===== src/hdl/mchan_cfg.svh =====
// DMA channel configuration
`ifndef MCHAN_CFG_SVH
`define MCHAN_CFG_SVH

// SID pool
`define MCHAN_NB_TRANSFERS      4
`define MCHAN_SID_WIDTH         2

// Entries per command, TCDM and ext queue
`define MCHAN_QUEUE_DEPTH       2

// Command fields
`define MCHAN_LEN_WIDTH         16
`define MCHAN_OPC_WIDTH         1
`define MCHAN_TCDM_ADD_WIDTH    12
`define MCHAN_EXT_ADD_WIDTH     29
`define MCHAN_TWD_COUNT_WIDTH   16
`define MCHAN_TWD_STRIDE_WIDTH  16

// Register map, word address bits 3:2 pick the register
`define MCHAN_CMD_OFFSET        4'h0
`define MCHAN_STATUS_OFFSET     4'h4

`endif


===== src/hdl/mchan_pkg.sv =====
// DMA channel types
`default_nettype none
`include "mchan_cfg.svh"

package mchan_pkg;

   // Control target request, typ high means read
   typedef struct packed {
      logic        req;
      logic        typ;
      logic [3:0]  be;
      logic [31:0] add;
      logic [31:0] data;
   } ctrl_req_t;

   // Control target response
   typedef struct packed {
      logic        gnt;
      logic        r_valid;
      logic [31:0] r_data;
   } ctrl_rsp_t;

   // Command register layout
   typedef struct packed {
      logic [31-`MCHAN_LEN_WIDTH-`MCHAN_OPC_WIDTH-5:0] rsvd;
      logic                                            ble;
      logic                                            ile;
      logic                                            ele;
      logic                                            twd;
      logic                                            inc;
      logic [`MCHAN_OPC_WIDTH-1:0]                     opc;
      logic [`MCHAN_LEN_WIDTH-1:0]                     len;
   } cmd_word_t;

   // 2D descriptor layout
   typedef struct packed {
      logic [`MCHAN_TWD_STRIDE_WIDTH-1:0] stride;
      logic [`MCHAN_TWD_COUNT_WIDTH-1:0]  count;
   } twd_word_t;

   // One write-data word, seen as a command or as a 2D word
   typedef union packed {
      cmd_word_t cmd;
      twd_word_t twd;
   } ctrl_word_u;

   // Command queue entry
   typedef struct packed {
      logic [`MCHAN_LEN_WIDTH-1:0]        len;
      logic [`MCHAN_OPC_WIDTH-1:0]        opc;
      logic                               inc;
      logic                               twd;
      logic                               ele;
      logic                               ile;
      logic                               ble;
      logic [`MCHAN_SID_WIDTH-1:0]        sid;
      logic [`MCHAN_TWD_COUNT_WIDTH-1:0]  count;
      logic [`MCHAN_TWD_STRIDE_WIDTH-1:0] stride;
   } cmd_entry_t;

   // Command offered downstream
   typedef struct packed {
      cmd_entry_t                       entry;
      logic [`MCHAN_TCDM_ADD_WIDTH-1:0] tcdm_add;
      logic [`MCHAN_EXT_ADD_WIDTH-1:0]  ext_add;
   } mchan_cmd_t;

endpackage

`default_nettype wire


===== src/hdl/address_decoder.sv =====
// Control register decoder and command builder
`default_nettype none
`include "mchan_cfg.svh"

module address_decoder (
   input  wire logic                           clk_i,
   input  wire logic                           rst_n_i,
   input  wire mchan_pkg::ctrl_req_t           ctrl_targ_i,
   output mchan_pkg::ctrl_rsp_t                ctrl_targ_o,
   output logic                                alloc_req_o,
   input  wire logic                           alloc_gnt_i,
   input  wire logic [`MCHAN_SID_WIDTH-1:0]    alloc_sid_i,
   output logic [`MCHAN_NB_TRANSFERS-1:0]      free_o,
   output logic                                issue_o,
   output logic [`MCHAN_SID_WIDTH-1:0]         issue_sid_o,
   input  wire logic [`MCHAN_NB_TRANSFERS-1:0] pending_i,
   output logic                                tcdm_push_req_o,
   input  wire logic                           tcdm_push_gnt_i,
   output logic                                ext_push_req_o,
   input  wire logic                           ext_push_gnt_i,
   output logic                                cmd_push_req_o,
   input  wire logic                           cmd_push_gnt_i,
   output mchan_pkg::cmd_entry_t               cmd_entry_o,
   output logic [`MCHAN_TCDM_ADD_WIDTH-1:0]    tcdm_add_o,
   output logic [`MCHAN_EXT_ADD_WIDTH-1:0]     ext_add_o,
   output logic                                seq_busy_o
);

   localparam int NB = `MCHAN_NB_TRANSFERS;
   localparam int SW = `MCHAN_SID_WIDTH;

   localparam logic [3:0] CMD_OFF    = `MCHAN_CMD_OFFSET;
   localparam logic [3:0] STATUS_OFF = `MCHAN_STATUS_OFFSET;

   // Sequence states
   localparam logic [1:0] ST_CMD  = 2'd0;
   localparam logic [1:0] ST_TCDM = 2'd1;
   localparam logic [1:0] ST_EXT  = 2'd2;
   localparam logic [1:0] ST_TWD  = 2'd3;

   logic [1:0]             state_q;
   logic [1:0]             state_d;
   mchan_pkg::ctrl_word_u  wdata;
   mchan_pkg::cmd_word_t   cmd_q;
   logic [SW-1:0]          sid_q;
   logic                   sel_cmd;
   logic                   sel_status;
   logic                   rd;
   logic                   wr_cmd;
   logic                   gnt;
   logic                   r_valid_q;
   logic [31:0]            r_data_q;
   logic [31:0]            rd_data;

   //**********************************************************
   // Access decode
   //**********************************************************
   assign wdata      = ctrl_targ_i.data;
   assign sel_cmd    = (ctrl_targ_i.add[3:2] == CMD_OFF[3:2]);
   assign sel_status = (ctrl_targ_i.add[3:2] == STATUS_OFF[3:2]);
   assign rd         = ctrl_targ_i.req & ctrl_targ_i.typ;
   assign wr_cmd     = ctrl_targ_i.req & ~ctrl_targ_i.typ & sel_cmd;

   // CMD read asks for a SID, STATUS write releases SIDs
   assign alloc_req_o = rd & sel_cmd;
   assign free_o      = (ctrl_targ_i.req & ~ctrl_targ_i.typ & sel_status) ?
                        ctrl_targ_i.data[NB-1:0] : '0;

   //**********************************************************
   // Sequence FSM and queue pushes
   //**********************************************************
   always_comb begin
      state_d         = state_q;
      gnt             = 1'b1;
      tcdm_push_req_o = 1'b0;
      ext_push_req_o  = 1'b0;
      cmd_push_req_o  = 1'b0;
      if (wr_cmd) begin
         case (state_q)
            ST_CMD: state_d = ST_TCDM;
            ST_TCDM: begin
               gnt             = tcdm_push_gnt_i;
               tcdm_push_req_o = tcdm_push_gnt_i;
               if (gnt)
                  state_d = ST_EXT;
            end
            ST_EXT: begin
               // 1D command closes here, so the command queue needs room too
               gnt            = ext_push_gnt_i & (cmd_q.twd | cmd_push_gnt_i);
               ext_push_req_o = gnt;
               cmd_push_req_o = gnt & ~cmd_q.twd;
               if (gnt)
                  state_d = cmd_q.twd ? ST_TWD : ST_CMD;
            end
            default: begin
               gnt            = cmd_push_gnt_i;
               cmd_push_req_o = cmd_push_gnt_i;
               if (gnt)
                  state_d = ST_CMD;
            end
         endcase
      end
   end

   assign issue_o     = cmd_push_req_o;
   assign issue_sid_o = sid_q;
   assign seq_busy_o  = (state_q != ST_CMD);

   // Addresses go straight from write data into their queues
   assign tcdm_add_o = ctrl_targ_i.data[`MCHAN_TCDM_ADD_WIDTH-1:0];
   assign ext_add_o  = ctrl_targ_i.data[`MCHAN_EXT_ADD_WIDTH-1:0];

   // Entry from the latched command word, 2D part only on the TWD word
   always_comb begin
      cmd_entry_o.len    = cmd_q.len;
      cmd_entry_o.opc    = cmd_q.opc;
      cmd_entry_o.inc    = cmd_q.inc;
      cmd_entry_o.twd    = cmd_q.twd;
      cmd_entry_o.ele    = cmd_q.ele;
      cmd_entry_o.ile    = cmd_q.ile;
      cmd_entry_o.ble    = cmd_q.ble;
      cmd_entry_o.sid    = sid_q;
      cmd_entry_o.count  = (state_q == ST_TWD) ? wdata.twd.count : '0;
      cmd_entry_o.stride = (state_q == ST_TWD) ? wdata.twd.stride : '0;
   end

   //**********************************************************
   // Read response
   //**********************************************************
   always_comb begin
      rd_data = '0;
      if (rd && sel_cmd)
         rd_data = alloc_gnt_i ? {{(32 - SW){1'b0}}, alloc_sid_i} : 32'h8000_0000;
      else if (rd && sel_status)
         rd_data = {{(32 - NB){1'b0}}, pending_i};
   end

   assign ctrl_targ_o = '{gnt: ctrl_targ_i.req & gnt, r_valid: r_valid_q, r_data: r_data_q};

   always_ff @(posedge clk_i) begin
      if (!rst_n_i) begin
         state_q   <= ST_CMD;
         r_valid_q <= 1'b0;
      end else begin
         state_q   <= state_d;
         r_valid_q <= ctrl_targ_i.req & gnt;
      end
   end

   // Command word, current SID and read data
   always_ff @(posedge clk_i) begin
      if (wr_cmd && state_q == ST_CMD)
         cmd_q <= wdata.cmd;
      if (alloc_req_o && alloc_gnt_i)
         sid_q <= alloc_sid_i;
      if (ctrl_targ_i.req && gnt)
         r_data_q <= rd_data;
   end

endmodule

`default_nettype wire


===== src/hdl/core_if.sv =====
// Core interface with command queues
`default_nettype none
`include "mchan_cfg.svh"

module core_if (
   input  wire logic                           clk_i,
   input  wire logic                           rst_n_i,
   input  wire mchan_pkg::ctrl_req_t           ctrl_targ_i,
   output mchan_pkg::ctrl_rsp_t                ctrl_targ_o,
   output logic                                alloc_req_o,
   input  wire logic                           alloc_gnt_i,
   input  wire logic [`MCHAN_SID_WIDTH-1:0]    alloc_sid_i,
   output logic [`MCHAN_NB_TRANSFERS-1:0]      free_o,
   output logic                                issue_o,
   output logic [`MCHAN_SID_WIDTH-1:0]         issue_sid_o,
   input  wire logic [`MCHAN_NB_TRANSFERS-1:0] pending_i,
   output logic                                cmd_req_o,
   input  wire logic                           cmd_gnt_i,
   output mchan_pkg::mchan_cmd_t               cmd_o,
   output logic                                busy_o
);

   localparam int ENTRY_W = $bits(mchan_pkg::cmd_entry_t);
   localparam int TCDM_W  = `MCHAN_TCDM_ADD_WIDTH;
   localparam int EXT_W   = `MCHAN_EXT_ADD_WIDTH;

   mchan_pkg::cmd_entry_t push_entry;
   mchan_pkg::cmd_entry_t pop_entry;
   logic [TCDM_W-1:0]     push_tcdm;
   logic [TCDM_W-1:0]     pop_tcdm;
   logic [EXT_W-1:0]      push_ext;
   logic [EXT_W-1:0]      pop_ext;
   logic                  cmd_push_req;
   logic                  cmd_push_gnt;
   logic                  cmd_valid;
   logic                  cmd_empty;
   logic                  tcdm_push_req;
   logic                  tcdm_push_gnt;
   logic                  tcdm_valid;
   logic                  tcdm_empty;
   logic                  ext_push_req;
   logic                  ext_push_gnt;
   logic                  ext_valid;
   logic                  ext_empty;
   logic                  seq_busy;
   logic                  pop;

   //**********************************************************
   // Register decoder
   //**********************************************************
   address_decoder i_decoder (
      .clk_i           (clk_i),
      .rst_n_i         (rst_n_i),
      .ctrl_targ_i     (ctrl_targ_i),
      .ctrl_targ_o     (ctrl_targ_o),
      .alloc_req_o     (alloc_req_o),
      .alloc_gnt_i     (alloc_gnt_i),
      .alloc_sid_i     (alloc_sid_i),
      .free_o          (free_o),
      .issue_o         (issue_o),
      .issue_sid_o     (issue_sid_o),
      .pending_i       (pending_i),
      .tcdm_push_req_o (tcdm_push_req),
      .tcdm_push_gnt_i (tcdm_push_gnt),
      .ext_push_req_o  (ext_push_req),
      .ext_push_gnt_i  (ext_push_gnt),
      .cmd_push_req_o  (cmd_push_req),
      .cmd_push_gnt_i  (cmd_push_gnt),
      .cmd_entry_o     (push_entry),
      .tcdm_add_o      (push_tcdm),
      .ext_add_o       (push_ext),
      .seq_busy_o      (seq_busy)
   );

   //**********************************************************
   // Command, TCDM address and ext address queues
   //**********************************************************
   mchan_fifo #(.DATA_WIDTH(ENTRY_W), .DATA_DEPTH(`MCHAN_QUEUE_DEPTH)) i_cmd_fifo (
      .clk_i      (clk_i),
      .rst_n_i    (rst_n_i),
      .push_req_i (cmd_push_req),
      .push_dat_i (push_entry),
      .push_gnt_o (cmd_push_gnt),
      .pop_req_i  (pop),
      .pop_dat_o  (pop_entry),
      .pop_gnt_o  (cmd_valid),
      .empty_o    (cmd_empty)
   );

   mchan_fifo #(.DATA_WIDTH(TCDM_W), .DATA_DEPTH(`MCHAN_QUEUE_DEPTH)) i_tcdm_fifo (
      .clk_i      (clk_i),
      .rst_n_i    (rst_n_i),
      .push_req_i (tcdm_push_req),
      .push_dat_i (push_tcdm),
      .push_gnt_o (tcdm_push_gnt),
      .pop_req_i  (pop),
      .pop_dat_o  (pop_tcdm),
      .pop_gnt_o  (tcdm_valid),
      .empty_o    (tcdm_empty)
   );

   mchan_fifo #(.DATA_WIDTH(EXT_W), .DATA_DEPTH(`MCHAN_QUEUE_DEPTH)) i_ext_fifo (
      .clk_i      (clk_i),
      .rst_n_i    (rst_n_i),
      .push_req_i (ext_push_req),
      .push_dat_i (push_ext),
      .push_gnt_o (ext_push_gnt),
      .pop_req_i  (pop),
      .pop_dat_o  (pop_ext),
      .pop_gnt_o  (ext_valid),
      .empty_o    (ext_empty)
   );

   //**********************************************************
   // Join and common pop
   //**********************************************************
   assign cmd_req_o = cmd_valid & tcdm_valid & ext_valid;
   assign pop       = cmd_req_o & cmd_gnt_i;
   assign cmd_o     = '{entry: pop_entry, tcdm_add: pop_tcdm, ext_add: pop_ext};

   // Mid-sequence, queued work or transfers in flight
   assign busy_o = seq_busy | ~(cmd_empty & tcdm_empty & ext_empty) | (|pending_i);

   // Offered command holds until taken
   assert property (@(posedge clk_i) disable iff (!rst_n_i)
      cmd_req_o && !cmd_gnt_i |=> cmd_req_o && $stable(cmd_o));

endmodule

`default_nettype wire


===== src/hdl/mchan_ctrl.sv =====
// DMA channel command front end
`default_nettype none
`include "mchan_cfg.svh"

module mchan_ctrl (
   input  wire logic                        clk_i,
   input  wire logic                        rst_n_i,
   input  wire mchan_pkg::ctrl_req_t        ctrl_targ_i,
   output mchan_pkg::ctrl_rsp_t             ctrl_targ_o,
   output logic                             cmd_req_o,
   input  wire logic                        cmd_gnt_i,
   output mchan_pkg::mchan_cmd_t            cmd_o,
   input  wire logic                        done_i,
   input  wire logic [`MCHAN_SID_WIDTH-1:0] done_sid_i,
   output logic                             busy_o
);

   logic                           alloc_req;
   logic                           alloc_gnt;
   logic [`MCHAN_SID_WIDTH-1:0]    alloc_sid;
   logic [`MCHAN_NB_TRANSFERS-1:0] free;
   logic                           issue;
   logic [`MCHAN_SID_WIDTH-1:0]    issue_sid;
   logic [`MCHAN_NB_TRANSFERS-1:0] pending;

   // Register target, queues and join
   core_if i_core_if (
      .clk_i       (clk_i),
      .rst_n_i     (rst_n_i),
      .ctrl_targ_i (ctrl_targ_i),
      .ctrl_targ_o (ctrl_targ_o),
      .alloc_req_o (alloc_req),
      .alloc_gnt_i (alloc_gnt),
      .alloc_sid_i (alloc_sid),
      .free_o      (free),
      .issue_o     (issue),
      .issue_sid_o (issue_sid),
      .pending_i   (pending),
      .cmd_req_o   (cmd_req_o),
      .cmd_gnt_i   (cmd_gnt_i),
      .cmd_o       (cmd_o),
      .busy_o      (busy_o)
   );

   // SID pool
   trans_allocator i_allocator (
      .clk_i       (clk_i),
      .rst_n_i     (rst_n_i),
      .alloc_req_i (alloc_req),
      .alloc_gnt_o (alloc_gnt),
      .alloc_sid_o (alloc_sid),
      .free_i      (free),
      .issue_i     (issue),
      .issue_sid_i (issue_sid),
      .done_i      (done_i),
      .done_sid_i  (done_sid_i),
      .pending_o   (pending)
   );

endmodule

`default_nettype wire


===== src/hdl/mchan_fifo.sv =====
// First-word-fall-through queue
`default_nettype none

module mchan_fifo #(
   parameter int DATA_WIDTH = 32,
   parameter int DATA_DEPTH = 2
) (
   input  wire logic                  clk_i,
   input  wire logic                  rst_n_i,
   input  wire logic                  push_req_i,
   input  wire logic [DATA_WIDTH-1:0] push_dat_i,
   output logic                       push_gnt_o,
   input  wire logic                  pop_req_i,
   output logic [DATA_WIDTH-1:0]      pop_dat_o,
   output logic                       pop_gnt_o,
   output logic                       empty_o
);

   localparam int AW = (DATA_DEPTH > 1) ? $clog2(DATA_DEPTH) : 1;

   logic [DATA_WIDTH-1:0] mem [DATA_DEPTH];
   logic [AW-1:0]         wr_ptr;
   logic [AW-1:0]         rd_ptr;
   logic [AW:0]           count;
   logic                  push;
   logic                  pop;

   // Not full, not empty
   assign push_gnt_o = (count != (AW+1)'(DATA_DEPTH));
   assign pop_gnt_o  = (count != '0);
   assign empty_o    = ~pop_gnt_o;

   assign push = push_req_i & push_gnt_o;
   assign pop  = pop_req_i & pop_gnt_o;

   // Head word always on the output
   assign pop_dat_o = mem[rd_ptr];

   always_ff @(posedge clk_i) begin
      if (!rst_n_i) begin
         wr_ptr <= '0;
         rd_ptr <= '0;
         count  <= '0;
      end else begin
         if (push)
            wr_ptr <= (wr_ptr == AW'(DATA_DEPTH - 1)) ? '0 : wr_ptr + 1'b1;
         if (pop)
            rd_ptr <= (rd_ptr == AW'(DATA_DEPTH - 1)) ? '0 : rd_ptr + 1'b1;
         // Occupancy
         case ({push, pop})
            2'b10:   count <= count + 1'b1;
            2'b01:   count <= count - 1'b1;
            default: count <= count;
         endcase
      end
   end

   // Storage
   always_ff @(posedge clk_i) begin
      if (push)
         mem[wr_ptr] <= push_dat_i;
   end

   // Producers only push into room, consumers only pop real data
   assert property (@(posedge clk_i) disable iff (!rst_n_i) push_req_i |-> push_gnt_o);
   assert property (@(posedge clk_i) disable iff (!rst_n_i) pop_req_i |-> pop_gnt_o);

endmodule

`default_nettype wire


===== src/hdl/trans_allocator.sv =====
// SID pool and pending tracker
`default_nettype none
`include "mchan_cfg.svh"

module trans_allocator (
   input  wire logic                           clk_i,
   input  wire logic                           rst_n_i,
   input  wire logic                           alloc_req_i,
   output logic                                alloc_gnt_o,
   output logic [`MCHAN_SID_WIDTH-1:0]         alloc_sid_o,
   input  wire logic [`MCHAN_NB_TRANSFERS-1:0] free_i,
   input  wire logic                           issue_i,
   input  wire logic [`MCHAN_SID_WIDTH-1:0]    issue_sid_i,
   input  wire logic                           done_i,
   input  wire logic [`MCHAN_SID_WIDTH-1:0]    done_sid_i,
   output logic [`MCHAN_NB_TRANSFERS-1:0]      pending_o
);

   localparam int NB = `MCHAN_NB_TRANSFERS;
   localparam int SW = `MCHAN_SID_WIDTH;

   logic [NB-1:0] alloc_q;
   logic [NB-1:0] alloc_set;
   logic [NB-1:0] issue_set;
   logic [NB-1:0] done_clr;
   logic          any_free;

   //**********************************************************
   // Lowest free SID
   //**********************************************************
   always_comb begin
      alloc_sid_o = '0;
      any_free    = 1'b0;
      // Walk down so the lowest index wins
      for (int i = NB - 1; i >= 0; i--) begin
         if (!alloc_q[i]) begin
            alloc_sid_o = SW'(i);
            any_free    = 1'b1;
         end
      end
   end

   assign alloc_gnt_o = alloc_req_i & any_free;

   // One-hot set and clear masks
   assign alloc_set = alloc_gnt_o ? (NB'(1) << alloc_sid_o) : '0;
   assign issue_set = issue_i ? (NB'(1) << issue_sid_i) : '0;
   assign done_clr  = done_i ? (NB'(1) << done_sid_i) : '0;

   //**********************************************************
   // Allocation and pending vectors
   //**********************************************************
   always_ff @(posedge clk_i) begin
      if (!rst_n_i) begin
         alloc_q   <= '0;
         pending_o <= '0;
      end else begin
         alloc_q   <= (alloc_q & ~free_i) | alloc_set;
         pending_o <= (pending_o | issue_set) & ~done_clr;
      end
   end

   // Engine completes only what was issued
   assert property (@(posedge clk_i) disable iff (!rst_n_i) done_i |-> pending_o[done_sid_i]);
   // Core may not release an SID still in flight
   assert property (@(posedge clk_i) disable iff (!rst_n_i) (free_i & pending_o) == '0);

endmodule

`default_nettype wire


===== config.mk =====
export PLATFORM = sky130hd
export DESIGN_NAME = mchan_ctrl
export DESIGN_NICKNAME = d
export VERILOG_FILES = /design/src/hdl/mchan_pkg.sv /design/src/hdl/address_decoder.sv /design/src/hdl/core_if.sv /design/src/hdl/mchan_ctrl.sv /design/src/hdl/mchan_fifo.sv /design/src/hdl/trans_allocator.sv
export VERILOG_INCLUDE_DIRS = /design/src /design/src/hdl
export SDC_FILE = /design/constraint.sdc
export NUM_CORES = 1
export LEC_CHECK = 0
export BUFFER_PORTS_ARGS = -buffer_cell sky130_fd_sc_hd__clkbuf_2
export CAP_MARGIN = 20
export CORE_UTILIZATION = 49
export CTS_CLUSTER_SIZE = 40
export DETAILED_ROUTE_END_ITERATION = 10
export GPL_ROUTABILITY_DRIVEN = 0
export GPL_TIMING_DRIVEN = 0
export PLACE_DENSITY = 0.76
export REMOVE_ABC_BUFFERS = 1
export SETUP_SLACK_MARGIN = 0.4
export SLEW_MARGIN = 15
export SYNTH_ARGS = -nofsm -noshare
export SYNTH_HDL_FRONTEND = slang
export SYNTH_SLANG_ARGS = --single-unit

===== constraint.sdc =====
create_clock -name clk_i -period 3.9 [get_ports clk_i]
set_input_delay 0.39 -clock clk_i [delete_from_list [all_inputs] [get_ports clk_i]]
set_output_delay 0.39 -clock clk_i [all_outputs]
set_load 0.02 [all_outputs]

==> impl_metrics.toml <==
[status]
status = "finished, final reports clean"

[clocking]
post_cts_buffers = 0
htreeDepth = 1
cts_tree = "yes"
cts.clk_slew.worst_paths_ps = 60
holdBufCountCts = 0
cts_resized = 0
cts_root_buf = "clkbuf_16"
cts_buffer_depth = 3
insertion_delay_ps = 510
cts_num_sinks = 249
cts_buffers = 25

[routing]
vias_per_cell = 5.245
wl_um = 19610
drt-initial-drc-count = 291
wl_per_cell_um = 19.43
drtPass1Iterations = 4
drc = 0
via_count = 5292
antenna_left = 0

[power_and_ir_drop]
p_sw_mw = 1.024
combinationalPowerShare = 0.020
p_int_mw = 4.170
peakVddDrop_mv = 0.2814
p_leak_nw = 4.227
p_clk_frac = 0.422
pwr-share-seq = 0.558
power_density_nw_per_um2 = 447.0
p_sw_frac = 0.1972

[yosys]
syn-cell-area_sq_um = 9699
yosysMostFrequentCell = "edfxtp_1"
synthFlopType = "edfxtp_1"
synth_area_leader_cell = "edfxtp_1"
ys_top_cells_by_count = "edfxtp_1 (223), mux2_2 (97), and3_1 (33)"
synth-edff-count = 223
synth.top_cell.area_share = 0.6904
ys_seq_area_frac = 0.7441
ys_types = 46
synth_seq_cells = 249
synth.area.top_cells = "edfxtp_1 (69%), mux2_2 (11%), dfxtp_1 (5.4%)"
synth-async-reset-ratio = 0
synth_warnings = 0
syn_inst = 561
avgSynthCellArea_sq_um = 17.29

[die]
die_x_um = 142.7
initial_core_util = 0.4984
pin_count = 209
die_y_um = 142.7
dieArea_sq_um = 20360
core_sq_um = 19460
num_rows = 51

[final_layout]
utilization = 0.5971
ff_latch_area_sq_um = 7224
multi_input_area_sq_um = 2281
drive_gt1_frac = 0.4153
nets = 804
n_antenna_cell = 0
fillerInstances = 1480
area_growth_pct = 19.81

[sta]
layout_setup_ws_ps = 1085
worst_pin_slew_ps = 873.4
fin_hold_ws_ps = 80.70
fmax_ghz = 0.3553
hold_viol_final = 0
slew_violations = 0
setup_tns_ps = 0
slew_headroom = 0.4145
skew_ps = 18.59
period_minus_slack_ps = 2815
setup_viol = 0
rsz0062_at_grt = "false"
min_period_over_period = 0.7217

[run]
cap_violations = 0

[placement]
dp_hpwl_um = 12720
post-place-ws_ps = 1211
port_buffers = 147

[global_routing]
grt_pass1_wl_um = 29210
grt-ovfl-total = 0
track_usage = 0.1914
antenna_found_initial = 0
grt_pass1_vias = 5421
grt_start_max_net_pins = 39

[hold_path]
hold_depth = 1
holdCritPathClass = "in -> reg"

[setup_path]
worstRegToRegCells = 4
crit_arrival_ps = 2420
cp.required_ps = 3510
worst-path-max-fanout = 23
worstSetupPathType = "reg -> out"
cp-start-kind = "flip-flop"
cp-end-kind = "output port"
## cell families after synthesis
group	after synthesis	synth area share
flops	249	0.7441
simple gates	111	0.07159
mux	100	0.1157
buf+inv	60	0.03470
compound gates	28	0.02154
xor+xnor	9	0.008127
fa+ha+maj	3	0.003870
other cells	1	0.0003866
## final timing paths
kind | from | end | slack, ps
worst max-delay path | i_core_if.i_decoder.state_q[1] | ctrl_targ_o[33] | 1090
worst min-delay path | ctrl_targ_i[22] | i_core_if.i_ext_fifo.mem[0][22] | 80
worst max register to register | i_core_if.i_decoder.state_q[1] | i_core_if.i_ext_fifo.mem[1][21] | 1470
worst min register to register | i_core_if.i_decoder.cmd_entry_o[50] | i_core_if.i_cmd_fifo.mem[1][50] | 440
## power groups by stage
stage | clock (mW) | combinational [mW] | sequential [mW]
3_5_place_dp | 0 | 0.103 | 2.95
2_1_floorplan | 0 | 0.0409 | 2.96
6_report | 2.19 | 0.104 | 2.90
4_1_cts | 2.24 | 0.104 | 2.90
5_1_grt | 2.33 | 0.112 | 2.90
3_3_place_gp | 0 | 0.0920 | 2.96
## critical path: stages, from the launching register on
cell and delay (ps):
dfxtp_2 590, buf_16 220, nor4bb_1 80, a311oi_1 480, o21a_1 330, clkbuf_2 220
## flip-flops by register name (all words and copies together) (netlist names), named ones only
| signal | flops |
|---|---|
| i_allocator.alloc_q | 4 |
| i_allocator.pending_o | 4 |
| i_core_if.i_cmd_fifo.count | 2 |
| i_core_if.i_cmd_fifo.mem | 112 |
| i_core_if.i_cmd_fifo.rd_ptr | 1 |
| i_core_if.i_cmd_fifo.wr_ptr | 1 |
| i_core_if.i_decoder.cmd_entry_o | 22 |
| i_core_if.i_decoder.issue_sid_o | 2 |
| i_core_if.i_decoder.r_data_q | 5 |
| i_core_if.i_decoder.r_valid_q | 1 |
| i_core_if.i_decoder.state_q | 2 |
| i_core_if.i_ext_fifo.count | 2 |
| i_core_if.i_ext_fifo.mem | 58 |
| i_core_if.i_ext_fifo.rd_ptr | 1 |
| i_core_if.i_ext_fifo.wr_ptr | 1 |
| i_core_if.i_tcdm_fifo.count | 2 |
| i_core_if.i_tcdm_fifo.mem | 24 |
| i_core_if.i_tcdm_fifo.rd_ptr | 1 |
| i_core_if.i_tcdm_fifo.wr_ptr | 1 |
## cell usage in the layout (no fill, tap or decap), types with 4 or more instances in the layout
cell,instances
and2_1,14
buf_16,4
clkinv_2,5
clkbuf_16,25
clkbuf_2,147
mux2_2,97
clkinv_1,5
edfxtp_1,223
nor2_4,4
nand4_1,5
nand3_1,6
a21boi_0,5
and3_1,33
nor2b_1,4
inv_1,11
nand2_1,14
xnor2_1,6
or3_1,4
clkbuf_1,7
buf_12,6
o21ai_0,9
conb_1,27
nor2_1,7
dfxtp_1,22
## stage by stage
stage / cells / cell area (sq um) / power, mW
after global placement: 950 / 10570 / 3.051
final: 1009 / 11620 / 5.195
after floorplan: 538 / 9502 / 3.000
after global routing: 1009 / 11620 / 5.341
after CTS: 1009 / 11620 / 5.242
after detailed placement: 963 / 10870 / 3.058
## metal layers
metal	vias up	track usage	share of wire
li1	2414	-	-
met1	2652	0.2458	0.43
met2	196	0.3367	0.50
met3	30	0.03119	0.055
met4	0	0.05150	0.015
met5	-	0	0
## cell type report
cell class,count,share of cell area
clock buffer,32,0.05609
inverter,11,0.003553
tap,265,0.02853
sequential,249,0.6217
clock inverter,14,0.008506
timing repair buffer,160,0.08538
multi-input combinational,278,0.1963
(Power assumes the default switching activity.)
